===== src/rtl/vc_config.svh =====
// Build-time constants for the valid/credit FIFO
`ifndef VC_CONFIG_SVH
`define VC_CONFIG_SVH

// --------------------
// Storage
// --------------------

// Number of stored words, must be a power of two
`define VC_DEPTH 16

// Payload width in bits
`define VC_WIDTH 8

// --------------------
// Flow control
// --------------------

// Most credits the downstream may have outstanding to the tail
`define VC_MAX_CREDITS 4

// Head input register stage, 1 adds one cycle on the write side
`define VC_REG_INPUT 0

`endif


===== src/rtl/vc_pkg.sv =====
// Package with the payload, address and pointer types of the valid/credit FIFO
`include "vc_config.svh"

package vc_pkg;

  // --------------------
  // Derived sizes
  // --------------------
  localparam int DEPTH       = `VC_DEPTH;
  localparam int ADDR_W      = $clog2(`VC_DEPTH);
  localparam int MAX_CREDITS = `VC_MAX_CREDITS;

  // --------------------
  // Types
  // --------------------

  // One payload word
  typedef logic [`VC_WIDTH-1:0] data_t;

  // Memory address
  typedef logic [ADDR_W-1:0] addr_t;

  // Address plus one wrap bit, also wide enough for the usage count
  typedef logic [ADDR_W:0] ptr_t;

endpackage


===== src/rtl/vc_fifo_head.sv =====
// FIFO write side: credit issue, write pointer, full flag, usage and input stage
module vc_fifo_head
  import vc_pkg::*;
#(
  parameter bit reg_input = 1'b0
)
(
  input  logic  clk,
  input  logic  reset,
  input  logic  c_vld,
  input  data_t c_data,
  input  ptr_t  rdptr,
  output logic  c_cr,
  output logic  wr_en,
  output addr_t wr_addr,
  output data_t wr_data,
  output ptr_t  wrptr,
  output ptr_t  usage
);

  logic  in_vld;
  data_t in_data;
  logic  full;
  ptr_t  nxt_wrptr;
  ptr_t  nxt_usage;
  ptr_t  cissued;
  ptr_t  nxt_cissued;

  // --------------------
  // Input stage
  // --------------------
  generate
    if (reg_input)
    begin : g_reg_input
      logic  r_vld;
      data_t r_data;

      always_ff @(posedge clk)
      begin
        if (reset)
        begin
          r_vld <= 1'b0;
        end
        else
        begin
          r_vld <= c_vld;
        end
      end

      always_ff @(posedge clk)
      begin
        r_data <= c_data;
      end

      assign in_vld  = r_vld;
      assign in_data = r_data;
    end
    else
    begin : g_direct
      // Word goes straight to the memory in the cycle it arrives
      assign in_vld  = c_vld;
      assign in_data = c_data;
    end
  endgenerate

  // --------------------
  // Write pointer
  // --------------------

  // Same address with opposite wrap bits means every slot holds a word
  assign full = (wrptr[ADDR_W-1:0] == rdptr[ADDR_W-1:0])
             && (wrptr[ADDR_W] != rdptr[ADDR_W]);

  assign wr_en   = in_vld && !full;
  assign wr_addr = wrptr[ADDR_W-1:0];
  assign wr_data = in_data;

  assign nxt_wrptr = wr_en ? wrptr + 1'b1 : wrptr;

  // Modulo subtraction is exact because the depth is a power of two
  assign usage     = wrptr - rdptr;
  assign nxt_usage = nxt_wrptr - rdptr;

  // --------------------
  // Credit accounting
  // --------------------

  // Grant adds an outstanding credit, an arriving word uses one up
  always_comb
  begin
    case ({c_cr, in_vld})
      2'b10:   nxt_cissued = cissued + 1'b1;
      2'b01:   nxt_cissued = cissued - 1'b1;
      default: nxt_cissued = cissued;
    endcase
  end

  always_ff @(posedge clk)
  begin
    if (reset)
    begin
      wrptr   <= '0;
      cissued <= '0;
      c_cr    <= 1'b0;
    end
    else
    begin
      wrptr   <= nxt_wrptr;
      cissued <= nxt_cissued;
      // Next count already holds the pulse now on c_cr, so at most depth-1 go out
      c_cr    <= (int'(nxt_cissued) + int'(nxt_usage)) < (DEPTH - 1);
    end
  end

endmodule


===== src/rtl/vc_fifo_mem.sv =====
// FIFO storage array with clocked write port and combinational read port
module vc_fifo_mem
  import vc_pkg::*;
(
  input  logic  clk,
  input  logic  wr_en,
  input  addr_t wr_addr,
  input  data_t wr_data,
  input  addr_t rd_addr,
  output data_t rd_data
);

  // --------------------
  // Storage
  // --------------------
  data_t mem [DEPTH];

  // Write lands at the edge where wr_en is high
  always_ff @(posedge clk)
  begin
    if (wr_en)
    begin
      mem[wr_addr] <= wr_data;
    end
  end

  // --------------------
  // Read
  // --------------------

  // No read latency, the tail registers the word itself
  assign rd_data = mem[rd_addr];

endmodule


===== src/rtl/vc_fifo_tail.sv =====
// FIFO read side: downstream credit count, read pointer and registered output
module vc_fifo_tail
  import vc_pkg::*;
(
  input  logic  clk,
  input  logic  reset,
  input  ptr_t  wrptr,
  input  data_t rd_data,
  input  logic  p_cr,
  output addr_t rd_addr,
  output ptr_t  rdptr,
  output logic  p_vld,
  output data_t p_data
);

  // Counter wide enough to hold every credit the downstream may grant
  localparam int CR_W = $clog2(MAX_CREDITS + 1);

  logic            empty;
  logic            send;
  logic [CR_W-1:0] credits;
  logic [CR_W-1:0] nxt_credits;

  // --------------------
  // Read decision
  // --------------------

  // Equal pointers including the wrap bit means nothing is stored
  assign empty   = (rdptr == wrptr);
  assign send    = !empty && (credits != '0);
  assign rd_addr = rdptr[ADDR_W-1:0];

  // --------------------
  // Downstream credits
  // --------------------

  // Grant and send in one cycle cancel out
  always_comb
  begin
    case ({p_cr, send})
      2'b10:   nxt_credits = credits + 1'b1;
      2'b01:   nxt_credits = credits - 1'b1;
      default: nxt_credits = credits;
    endcase
  end

  always_ff @(posedge clk)
  begin
    if (reset)
    begin
      credits <= '0;
      rdptr   <= '0;
      p_vld   <= 1'b0;
    end
    else
    begin
      credits <= nxt_credits;
      p_vld   <= send;
      if (send)
      begin
        rdptr <= rdptr + 1'b1;
      end
    end
  end

  // --------------------
  // Output word
  // --------------------

  // Only loaded when a word leaves, p_vld qualifies it
  always_ff @(posedge clk)
  begin
    if (send)
    begin
      p_data <= rd_data;
    end
  end

endmodule


===== src/rtl/vc_fifo.sv =====
// Valid/credit FIFO top level joining write side, storage and read side
`include "vc_config.svh"

module vc_fifo
  import vc_pkg::*;
(
  input  logic  clk,
  input  logic  reset,
  input  logic  c_vld,
  input  data_t c_data,
  input  logic  p_cr,
  output logic  c_cr,
  output logic  p_vld,
  output data_t p_data,
  output ptr_t  usage
);

  // Write side to storage
  logic  wr_en;
  addr_t wr_addr;
  data_t wr_data;

  // Storage to read side
  addr_t rd_addr;
  data_t rd_data;

  // Pointers crossing between head and tail
  ptr_t  wrptr;
  ptr_t  rdptr;

  // --------------------
  // Write side
  // --------------------
  vc_fifo_head #(
    .reg_input (`VC_REG_INPUT)
  ) i_head (
    .clk     (clk),
    .reset   (reset),
    .c_vld   (c_vld),
    .c_data  (c_data),
    .rdptr   (rdptr),
    .c_cr    (c_cr),
    .wr_en   (wr_en),
    .wr_addr (wr_addr),
    .wr_data (wr_data),
    .wrptr   (wrptr),
    .usage   (usage)
  );

  // --------------------
  // Storage
  // --------------------
  vc_fifo_mem i_mem (
    .clk     (clk),
    .wr_en   (wr_en),
    .wr_addr (wr_addr),
    .wr_data (wr_data),
    .rd_addr (rd_addr),
    .rd_data (rd_data)
  );

  // --------------------
  // Read side
  // --------------------
  vc_fifo_tail i_tail (
    .clk     (clk),
    .reset   (reset),
    .wrptr   (wrptr),
    .rd_data (rd_data),
    .p_cr    (p_cr),
    .rd_addr (rd_addr),
    .rdptr   (rdptr),
    .p_vld   (p_vld),
    .p_data  (p_data)
  );

endmodule


===== config.mk =====
export PLATFORM = sky130hd
export DESIGN_NAME = vc_fifo
export DESIGN_NICKNAME = d
export VERILOG_FILES = /design/src/rtl/vc_pkg.sv /design/src/rtl/vc_fifo_head.sv /design/src/rtl/vc_fifo_mem.sv /design/src/rtl/vc_fifo_tail.sv /design/src/rtl/vc_fifo.sv
export VERILOG_INCLUDE_DIRS = /design/src /design/src/rtl
export SDC_FILE = /design/constraint.sdc
export NUM_CORES = 1
export LEC_CHECK = 0
export BUFFER_PORTS_ARGS = -buffer_cell sky130_fd_sc_hd__buf_2
export CORE_ASPECT_RATIO = 0.6
export CORE_MARGIN = 2
export CORE_UTILIZATION = 50
export CTS_CLUSTER_SIZE = 40
export DETAILED_ROUTE_END_ITERATION = 16
export PLACE_DENSITY = 0.67
export SLEW_MARGIN = 20
export SYNTH_ARGS = -nofsm -noshare
export SYNTH_HDL_FRONTEND = slang
export SYNTH_SLANG_ARGS = --single-unit

===== constraint.sdc =====
create_clock -name clk -period 5.6 [get_ports clk]
set_clock_uncertainty 0.2 [all_clocks]
set_input_delay 0.28 -clock clk [delete_from_list [all_inputs] [get_ports clk]]
set_output_delay 0.28 -clock clk [all_outputs]
set_load 0.02 [all_outputs]

==> flow_summary_export.csv, run 1 <==
group,metric,value,unit
run_status,outcome,"complete, no violations",
run,maxCapViolations,0,
pwr,power.leakage,2.71,nW
synth,synth_cell_type_count,43,
cells_and_area,syn2layout_area_growth,14.8,%
pwr,p_per_area,432,nW/um2
critical_path,cpPeakStageDelay,0.44,ns
clock_network,cts_tree,"yes",
critical_path,cp.required,5.75,ns
critical_path,path_class,"register to register",
critical_path,critPathSlowestCell,"a2111oi_0",
timing,finalCritPeriodShare,75.6,%
floorplanning,die_h,93.9,um
routing,via_per_inst,5.74,
synth,synth_fp_nets,447,
timing,maxSlewHeadroom,33.3,%
pwr,ir_worst_vdd,0.216,mV
clock_network,cts_resized,0,
floorplanning,io_pins,27,
timing,fmax,0.236,GHz
routing,wl_per_cell,21.9,um
critical_path,crit_family,"adder cells",
clock_network,insertion_delay,0.42,ns
clock_network,cts_buffers,17,
timing,setup_viol,0,
critical_path,end_kind,"register",
cells_and_area,nets,488,
critical_path,r2r-start,"i_tail.rdptr[2]$_SDFFE_PP0P_",
cells_and_area,fin_area,7730,um2
grt,grtUsageTotal,20.8,%
clock_network,path_clk_slew,0.06,ns
timing,grt_setup_unrepaired,"no",
clock_network,cts_root_buf,"clkbuf_16",
critical_path,path_buf_inv,1,
placed_design,place_area,7110,um2
placed_design,port_buffers,26,
placed_design,hpwl,9060,um
pwr,combinationalPowerShare,23.0,%
critical_path,rr_endpoint,"i_head.c_cr$_SDFF_PP0_",
cells_and_area,multi_input_area,2110,um2
cells_and_area,layout.area.seq,4490,um2
timing,worstMarginPinSlew,0.996,ns
synth,synth_area,6730,um2
floorplanning,coreArea,13000,um2
worst_hold_path,hp-start,"c_data[4]",
clock_network,numClockSinks,156,
cells_and_area,post-route-util,59.4,%
worst_hold_path,holdPathEnd,"i_mem.mem[8][4]$_DFFE_PP_",
timing,setup_ws,1.37,ns
pwr,switching_share,28.0,%
critical_path,startpoint_type,"register",
cells_and_area,drive_gt1_share,23.0,%
critical_path,cp_max_fo,9,
floorplanning,dieWidth,154,um
timing,hold_viol_final,0,
pwr,seqPwrFrac,41.0,%
routing,firstDrtPassIters,5,
timing,period_minus_slack,4.23,ns
synth,ys_warn_count,0,
cells_and_area,antenna_cells,0,
routing,drtIter0Drc,425,
grt,grt_pass1_vias,3558,
clock_network,ctsHtreeMaxLevel,4,
routing,routed_wl,13800,um
synth,netlist_instances,407,
clock_network,cts-hold-fix-buffers,0,
grt,grt_overflow,0,
critical_path,reg2regPathDepth,15,
cells_and_area,fin_cells,631,
pwr,switchingPower,0.000936,W
placed_design,dp_cells,599,
routing,antenna_left,0,
pwr,clkPwrFrac,36.0,%
synth,synth_seq_cells,156,
worst_hold_path,hold_depth,1,
floorplanning,rows,32,
grt,antenna_found_initial,0,
clock_network,clk_path_buf_depth,2,
grt,grt_first_pass_wirelength,21300,um
floorplanning,dieArea,14400,um2
worst_hold_path,worstHoldPathType,"primary input to register",
floorplanning,start_util,51.7,%
placed_design,post-place-ws,1.43,ns
routing,vias,3622,
clock_network,post_cts_buffers,0,
timing,final_max_slew_viol_count,0,
critical_path,cp_cell_sequence,"inv_1, ha_1, nand4_2, o21ai_0, xnor2_1, ha_1, fa_1, nand2b_1, a21oi_1, xnor2_1, xnor2_1, ha_1, a2111oi_0, a221oi_1, a21oi_1",
synth,ys_seq_area_share,66.6,%
critical_path,arrival,4.38,ns
timing,finalSetupTns,0,ns
critical_path,reg2reg_slack,1.37,ns
grt,grt_max_degree,38,
synth,synthTopCellsByArea,"edfxtp_1, mux4_2, dfxtp_1",
routing,drc,0,
placed_design,gp_congestion,0.833,
synth,yosys.area.top_type_share,60.7,%
cells_and_area,fillers,960,
synth,yosys.area.top_type,"edfxtp_1",
synth,syn_area_per_cell,16.5,um2
pwr,intPower,0.00241,W
## cell families (layout without fill, tap and decap cells)
family,Yosys count,after routing,synth area share (%)
mux,38,38,11.6
flops,156,156,66.6
xor+xnor,22,22,2.97
simple gates,74,74,5.71
compound gates,49,49,4.94
fa+ha+maj,28,28,5.76
buf+inv,40,94,2.40
## placed cells by master (no fill, tap or decap), types with 8 or more instances in the layout
master / instances
nor2b_1: 8
clkbuf_16: 17
inv_1: 27
a22oi_1: 16
dfxtp_1: 18
nand2_1: 13
ha_1: 23
edfxtp_1: 136
nor2_1: 26
buf_4: 9
xnor2_1: 16
buf_2: 26
a21oi_1: 11
mux4_2: 32
## power by group through the flow
stage	sequential, W	clock [W]	combinational, W
after global placement	0.00139	0	0.000748
after floorplan	0.00143	0	0.000535
final	0.00137	0.00120	0.000768
after CTS	0.00137	0.00122	0.000770
after global routing	0.00138	0.00127	0.000864
after detailed placement	0.00139	0	0.000764
## how the worst max path moves through the flow
stage	start	to	cells past startpoint
floorplan	i_tail.rdptr[1]$_SDFFE_PP0P_	i_head.c_cr$_SDFF_PP0_	17
global placement	i_head.wrptr[2]$_SDFF_PP0_	i_head.c_cr$_SDFF_PP0_	14
global route	i_head.wrptr[2]$_SDFF_PP0_	i_head.c_cr$_SDFF_PP0_	14
CTS	i_head.wrptr[2]$_SDFF_PP0_	i_head.c_cr$_SDFF_PP0_	14
detailed placement	i_head.wrptr[2]$_SDFF_PP0_	i_head.c_cr$_SDFF_PP0_	14
finish	i_tail.rdptr[2]$_SDFFE_PP0P_	i_head.c_cr$_SDFF_PP0_	15
## layout make-up
cell class                      instances  share of cell area (%)
Sequential cell                       156                    58.0
Multi-Input combinational cell        211                    27.3
Clock buffer                           18                    5.55
Tap cell                              170                    2.75
Timing Repair Buffer                   35                    2.56
Clock inverter                         14                    2.49
Inverter                               27                    1.31
## synthesized netlist by cell type
master / count
fa_1: 5
nand3_1: 2
dfxtp_1: 20
nor3_1: 3
nor4b_2: 1
a21o_1: 5
a21oi_1: 11
o41a_1: 1
a221oi_1: 2
xnor2_1: 16
nor4b_1: 1
o2111ai_1: 1
or3_1: 4
o21ai_0: 4
nand4_2: 1
nor2b_1: 8
buf_1: 2
buf_4: 2
nor4_1: 4
or3b_2: 1
o21a_1: 1
nor2_1: 26
o211ai_1: 4
xnor2_2: 1
ha_1: 23
mux2_2: 1
or3b_1: 1
a22oi_1: 16
a31oi_1: 1
and4_1: 1
o21ai_1: 2
inv_1: 27
mux2i_1: 5
mux4_2: 32
a2111oi_0: 1
buf_2: 3
and3_1: 1
edfxtp_1: 136
and2_1: 5
nand2_1: 13
nand2b_1: 2
xor2_1: 5
clkbuf_1: 6
## flip-flops by register name, summed over array words and instances (netlist names)
signal and flops:
i_mem.mem 128, i_tail.p_data 8, i_head.cissued 5, i_head.wrptr 5
i_tail.rdptr 5, i_tail.credits 3, i_head.c_cr 1, i_tail.p_vld 1
## layer usage
layer / track usage (%) / vias to the layer above / share of wire (%)
li1: - / 1657 / -
met2: 28.4 / 114 / 42
met1: 32.7 / 1840 / 51
met5: 0 / - / 0
met4: 6.62 / 0 / 0.87
met3: 5.12 / 11 / 5.8
## stage by stage
| stage | hold slack (ns) | power (W) |
|---|---|---|
| 2_1_floorplan | 0.179 | 0.00196 |
| 3_3_place_gp | 0.269 | 0.00214 |
| 3_5_place_dp | 0.293 | 0.00216 |
| 4_1_cts | 0.0390 | 0.00336 |
| 5_1_grt | 0.0503 | 0.00351 |
| 6_report | 0.0574 | 0.00334 |
Power figures use the tool's default switching activity.
==> run 2, diff against run 1 <==
--- a/config.mk
+++ b/config.mk
@@ -12,7 +12,7 @@
 export CORE_UTILIZATION = 50
 export CTS_CLUSTER_SIZE = 40
 export DETAILED_ROUTE_END_ITERATION = 16
-export PLACE_DENSITY = 0.67
+export PLACE_DENSITY = 0.69
 export SLEW_MARGIN = 20
 export SYNTH_ARGS = -nofsm -noshare
 export SYNTH_HDL_FRONTEND = slang
==> constraint.sdc (replaced) <==
create_clock -name clk -period 3.6 [get_ports clk]
set_clock_uncertainty 0.2 [all_clocks]
set_input_delay 0.18 -clock clk [delete_from_list [all_inputs] [get_ports clk]]
set_output_delay 0.18 -clock clk [all_outputs]
set_load 0.02 [all_outputs]
==> flow_summary_export.csv, run 2 (synthesis results as in run 1) <==
group,metric,value,unit
timing,fin_hold_ws,0.0997,ns
floorplanning,dieArea,14400,um2
floorplanning,rows,32,
routing,antenna_left,0,
cells_and_area,max_flop_register,"i_mem.mem",
routing,wl_met1,7210,um
clock_network,cts_root_buf,"clkbuf_16",
routing,dr_wl_met3,875,um
timing,setup_viol,0,
grt,grt_max_degree,38,
cells_and_area,syn2layout_area_growth,19.2,%
critical_path,critPathSlowestCell,"ha_2",
timing,worstMarginPinSlew,0.789,ns
critical_path,rr_endpoint,"i_head.c_cr$_SDFF_PP0_",
clock_network,numClockSinks,156,
critical_path,cp_common_cell,"xnor2_1",
pwr,power,0.00530,W
critical_path,arrival,3.59,ns
cells_and_area,nets,511,
placed_design,hpwl,9710,um
floorplanning,io_pins,27,
timing,finalCritPeriodShare,95.8,%
critical_path,cp_max_fo,4,
critical_path,reg2reg_slack,0.15,ns
timing,maxSlewHeadroom,47.2,%
pwr,power.leakage,2.81,nW
pwr,p_per_area,660,nW/um2
clock_network,clk_path_buf_depth,2,
floorplanning,dieWidth,154,um
placed_design,place_area,7260,um2
grt,grt_first_pass_wirelength,21900,um
run_status,outcome,"complete, no violations",
timing,fmax,0.290,GHz
routing,topRoutingLayerUsed,"met4",
timing,final_max_slew_viol_count,0,
grt,grtUsageTotal,21.3,%
critical_path,cp_cell_sequence,"inv_1, ha_4, nand4_4, o21ai_4, xnor2_1, ha_2, fa_2, nand2b_1, a21oi_2, xnor2_1, xnor2_1, ha_2, nand2_1, a221oi_2, a221oi_2, a21oi_1",
timing,setup_ws,0.150,ns
critical_path,startpoint_type,"register",
routing,vias,3781,
clock_network,path_clk_slew,0.06,ns
routing,drtIter0Drc,333,
placed_design,port_buffers,26,
placed_design,gp_congestion,0.841,
pwr,ir_worst_vdd,0.364,mV
cells_and_area,fin_cells,654,
placed_design,post-place-ws,0.0373,ns
worst_hold_path,worstHoldPathType,"primary input to register",
cells_and_area,final_cell_mix,"edfxtp_1, mux4_2, inv_1, nor2_1, buf_2",
run,maxCapViolations,0,
clock_network,cts_buffers,17,
routing,routed_wl,14200,um
routing,via_per_inst,5.78,
critical_path,path_class,"register to register",
grt,grt_overflow,0,
routing,met2RoutedLength,6060,um
cells_and_area,final_common_cell,"edfxtp_1",
cells_and_area,drive_gt1_share,29.5,%
critical_path,end_kind,"register",
timing,hold_viol_final,0,
clock_network,cts_tree,"yes",
cells_and_area,fillers,918,
critical_path,r2r-start,"i_tail.rdptr[1]$_SDFFE_PP0P_",
cells_and_area,fin_area,8020,um2
cells_and_area,antenna_cells,0,
grt,grt_pass1_vias,3773,
placed_design,dp_cells,612,
routing,drc,0,
clock_network,insertion_delay,0.41,ns
cells_and_area,reg.largest.list,"i_mem.mem x128, i_tail.p_data x8",
clock_network,ctsHtreeMaxLevel,4,
worst_hold_path,hp-start,"p_cr",
critical_path,reg2regPathDepth,16,
timing,period_minus_slack,3.45,ns
critical_path,cpPeakStageDelay,0.39,ns
routing,firstDrtPassIters,5,
routing,wl_per_cell,21.7,um
grt,antenna_found_initial,0,
critical_path,cp.required,3.74,ns
cells_and_area,largest_reg_flops,128,
critical_path,startpoint,"i_tail.rdptr[1]$_SDFFE_PP0P_",
floorplanning,die_h,93.9,um
floorplanning,start_util,51.7,%
worst_hold_path,hold_depth,5,
floorplanning,coreArea,13000,um2
worst_hold_path,holdPathEnd,"i_tail.credits[1]$_SDFFE_PP0P_",
run 2: cell count changes in the layout (fill, tap and decap cells not counted), moves of 3 or more:
| cell | before | now |
|---|---|---|
| clkinv_4 | 5 | 2 |
| dlygate4sd3_1 | 0 | 9 |
| clkinvlp_4 | 0 | 3 |
| ha_4 | 0 | 4 |
| buf_4 | 9 | 23 |
| inv_6 | 2 | 6 |
| ha_1 | 23 | 17 |
| bufinv_16 | 4 | 1 |
run 2: per-layer routing:
metal,track usage (%),up-vias
met3,4.84,6
met1,33.5,1958
met2,29.7,115
met4,5.61,0
li1,-,1702
met5,0,-
run 2: worst max-delay path: cells and delay by family (launching register included):
| kind | cells | cell delay [ns] |
|---|---|---|
| adders and majority gates | 4 | 1.27 |
| DFF | 1 | 0.34 |
| xor gates and xnor gates | 3 | 0.35 |
| and+or+nand+nor | 3 | 0.37 |
| AOI/OAI and AO/OA | 5 | 0.76 |
| buffers and inverters | 1 | 0.09 |
run 2: worst max path at each step:
stage	to	slack, ns
2_1_floorplan	i_head.c_cr$_SDFF_PP0_	0.03
3_3_place_gp	i_head.c_cr$_SDFF_PP0_	0.14
3_5_place_dp	i_head.c_cr$_SDFF_PP0_	0.04
4_1_cts	i_head.c_cr$_SDFF_PP0_	0.01
5_1_grt	i_head.c_cr$_SDFF_PP0_	-0.01
6_report	i_head.c_cr$_SDFF_PP0_	0.15
run 2: area by class of cell:
cell class | instances | area [um2] | area share [%]
inverter | 27 | 101 | 1.26
sequential | 156 | 4490 | 56.0
multi-input combinational | 211 | 2260 | 28.2
clock inverter | 15 | 136 | 1.70
tap | 170 | 213 | 2.65
clock buffer | 17 | 425 | 5.30
timing repair buffer | 58 | 393 | 4.90
run 2: metrics by stage:
| step | TNS (ns) | utilization, % |
|---|---|---|
| detailed placement | 0 | 55.8 |
| global route | -0.0103 | 61.7 |
| global placement | 0 | 55.8 |
| floorplan | 0 | - |
| CTS | 0 | 60.8 |
| finish | 0 | 61.7 |
run 2: report_power, final:
part           switching [W]  internal, W
logic               0.000822     0.000660
clock network       0.000719     0.000960
registers          0.0000525      0.00208
total                0.00159      0.00370
run 2: what timing repair did:
action,4_1_cts,5_1_grt
hold buffers,9,0
gates resized for setup,0,16
endpoints found under the setup margin,0,1
setup buffers,0,1
hold endpoints to repair,136,0
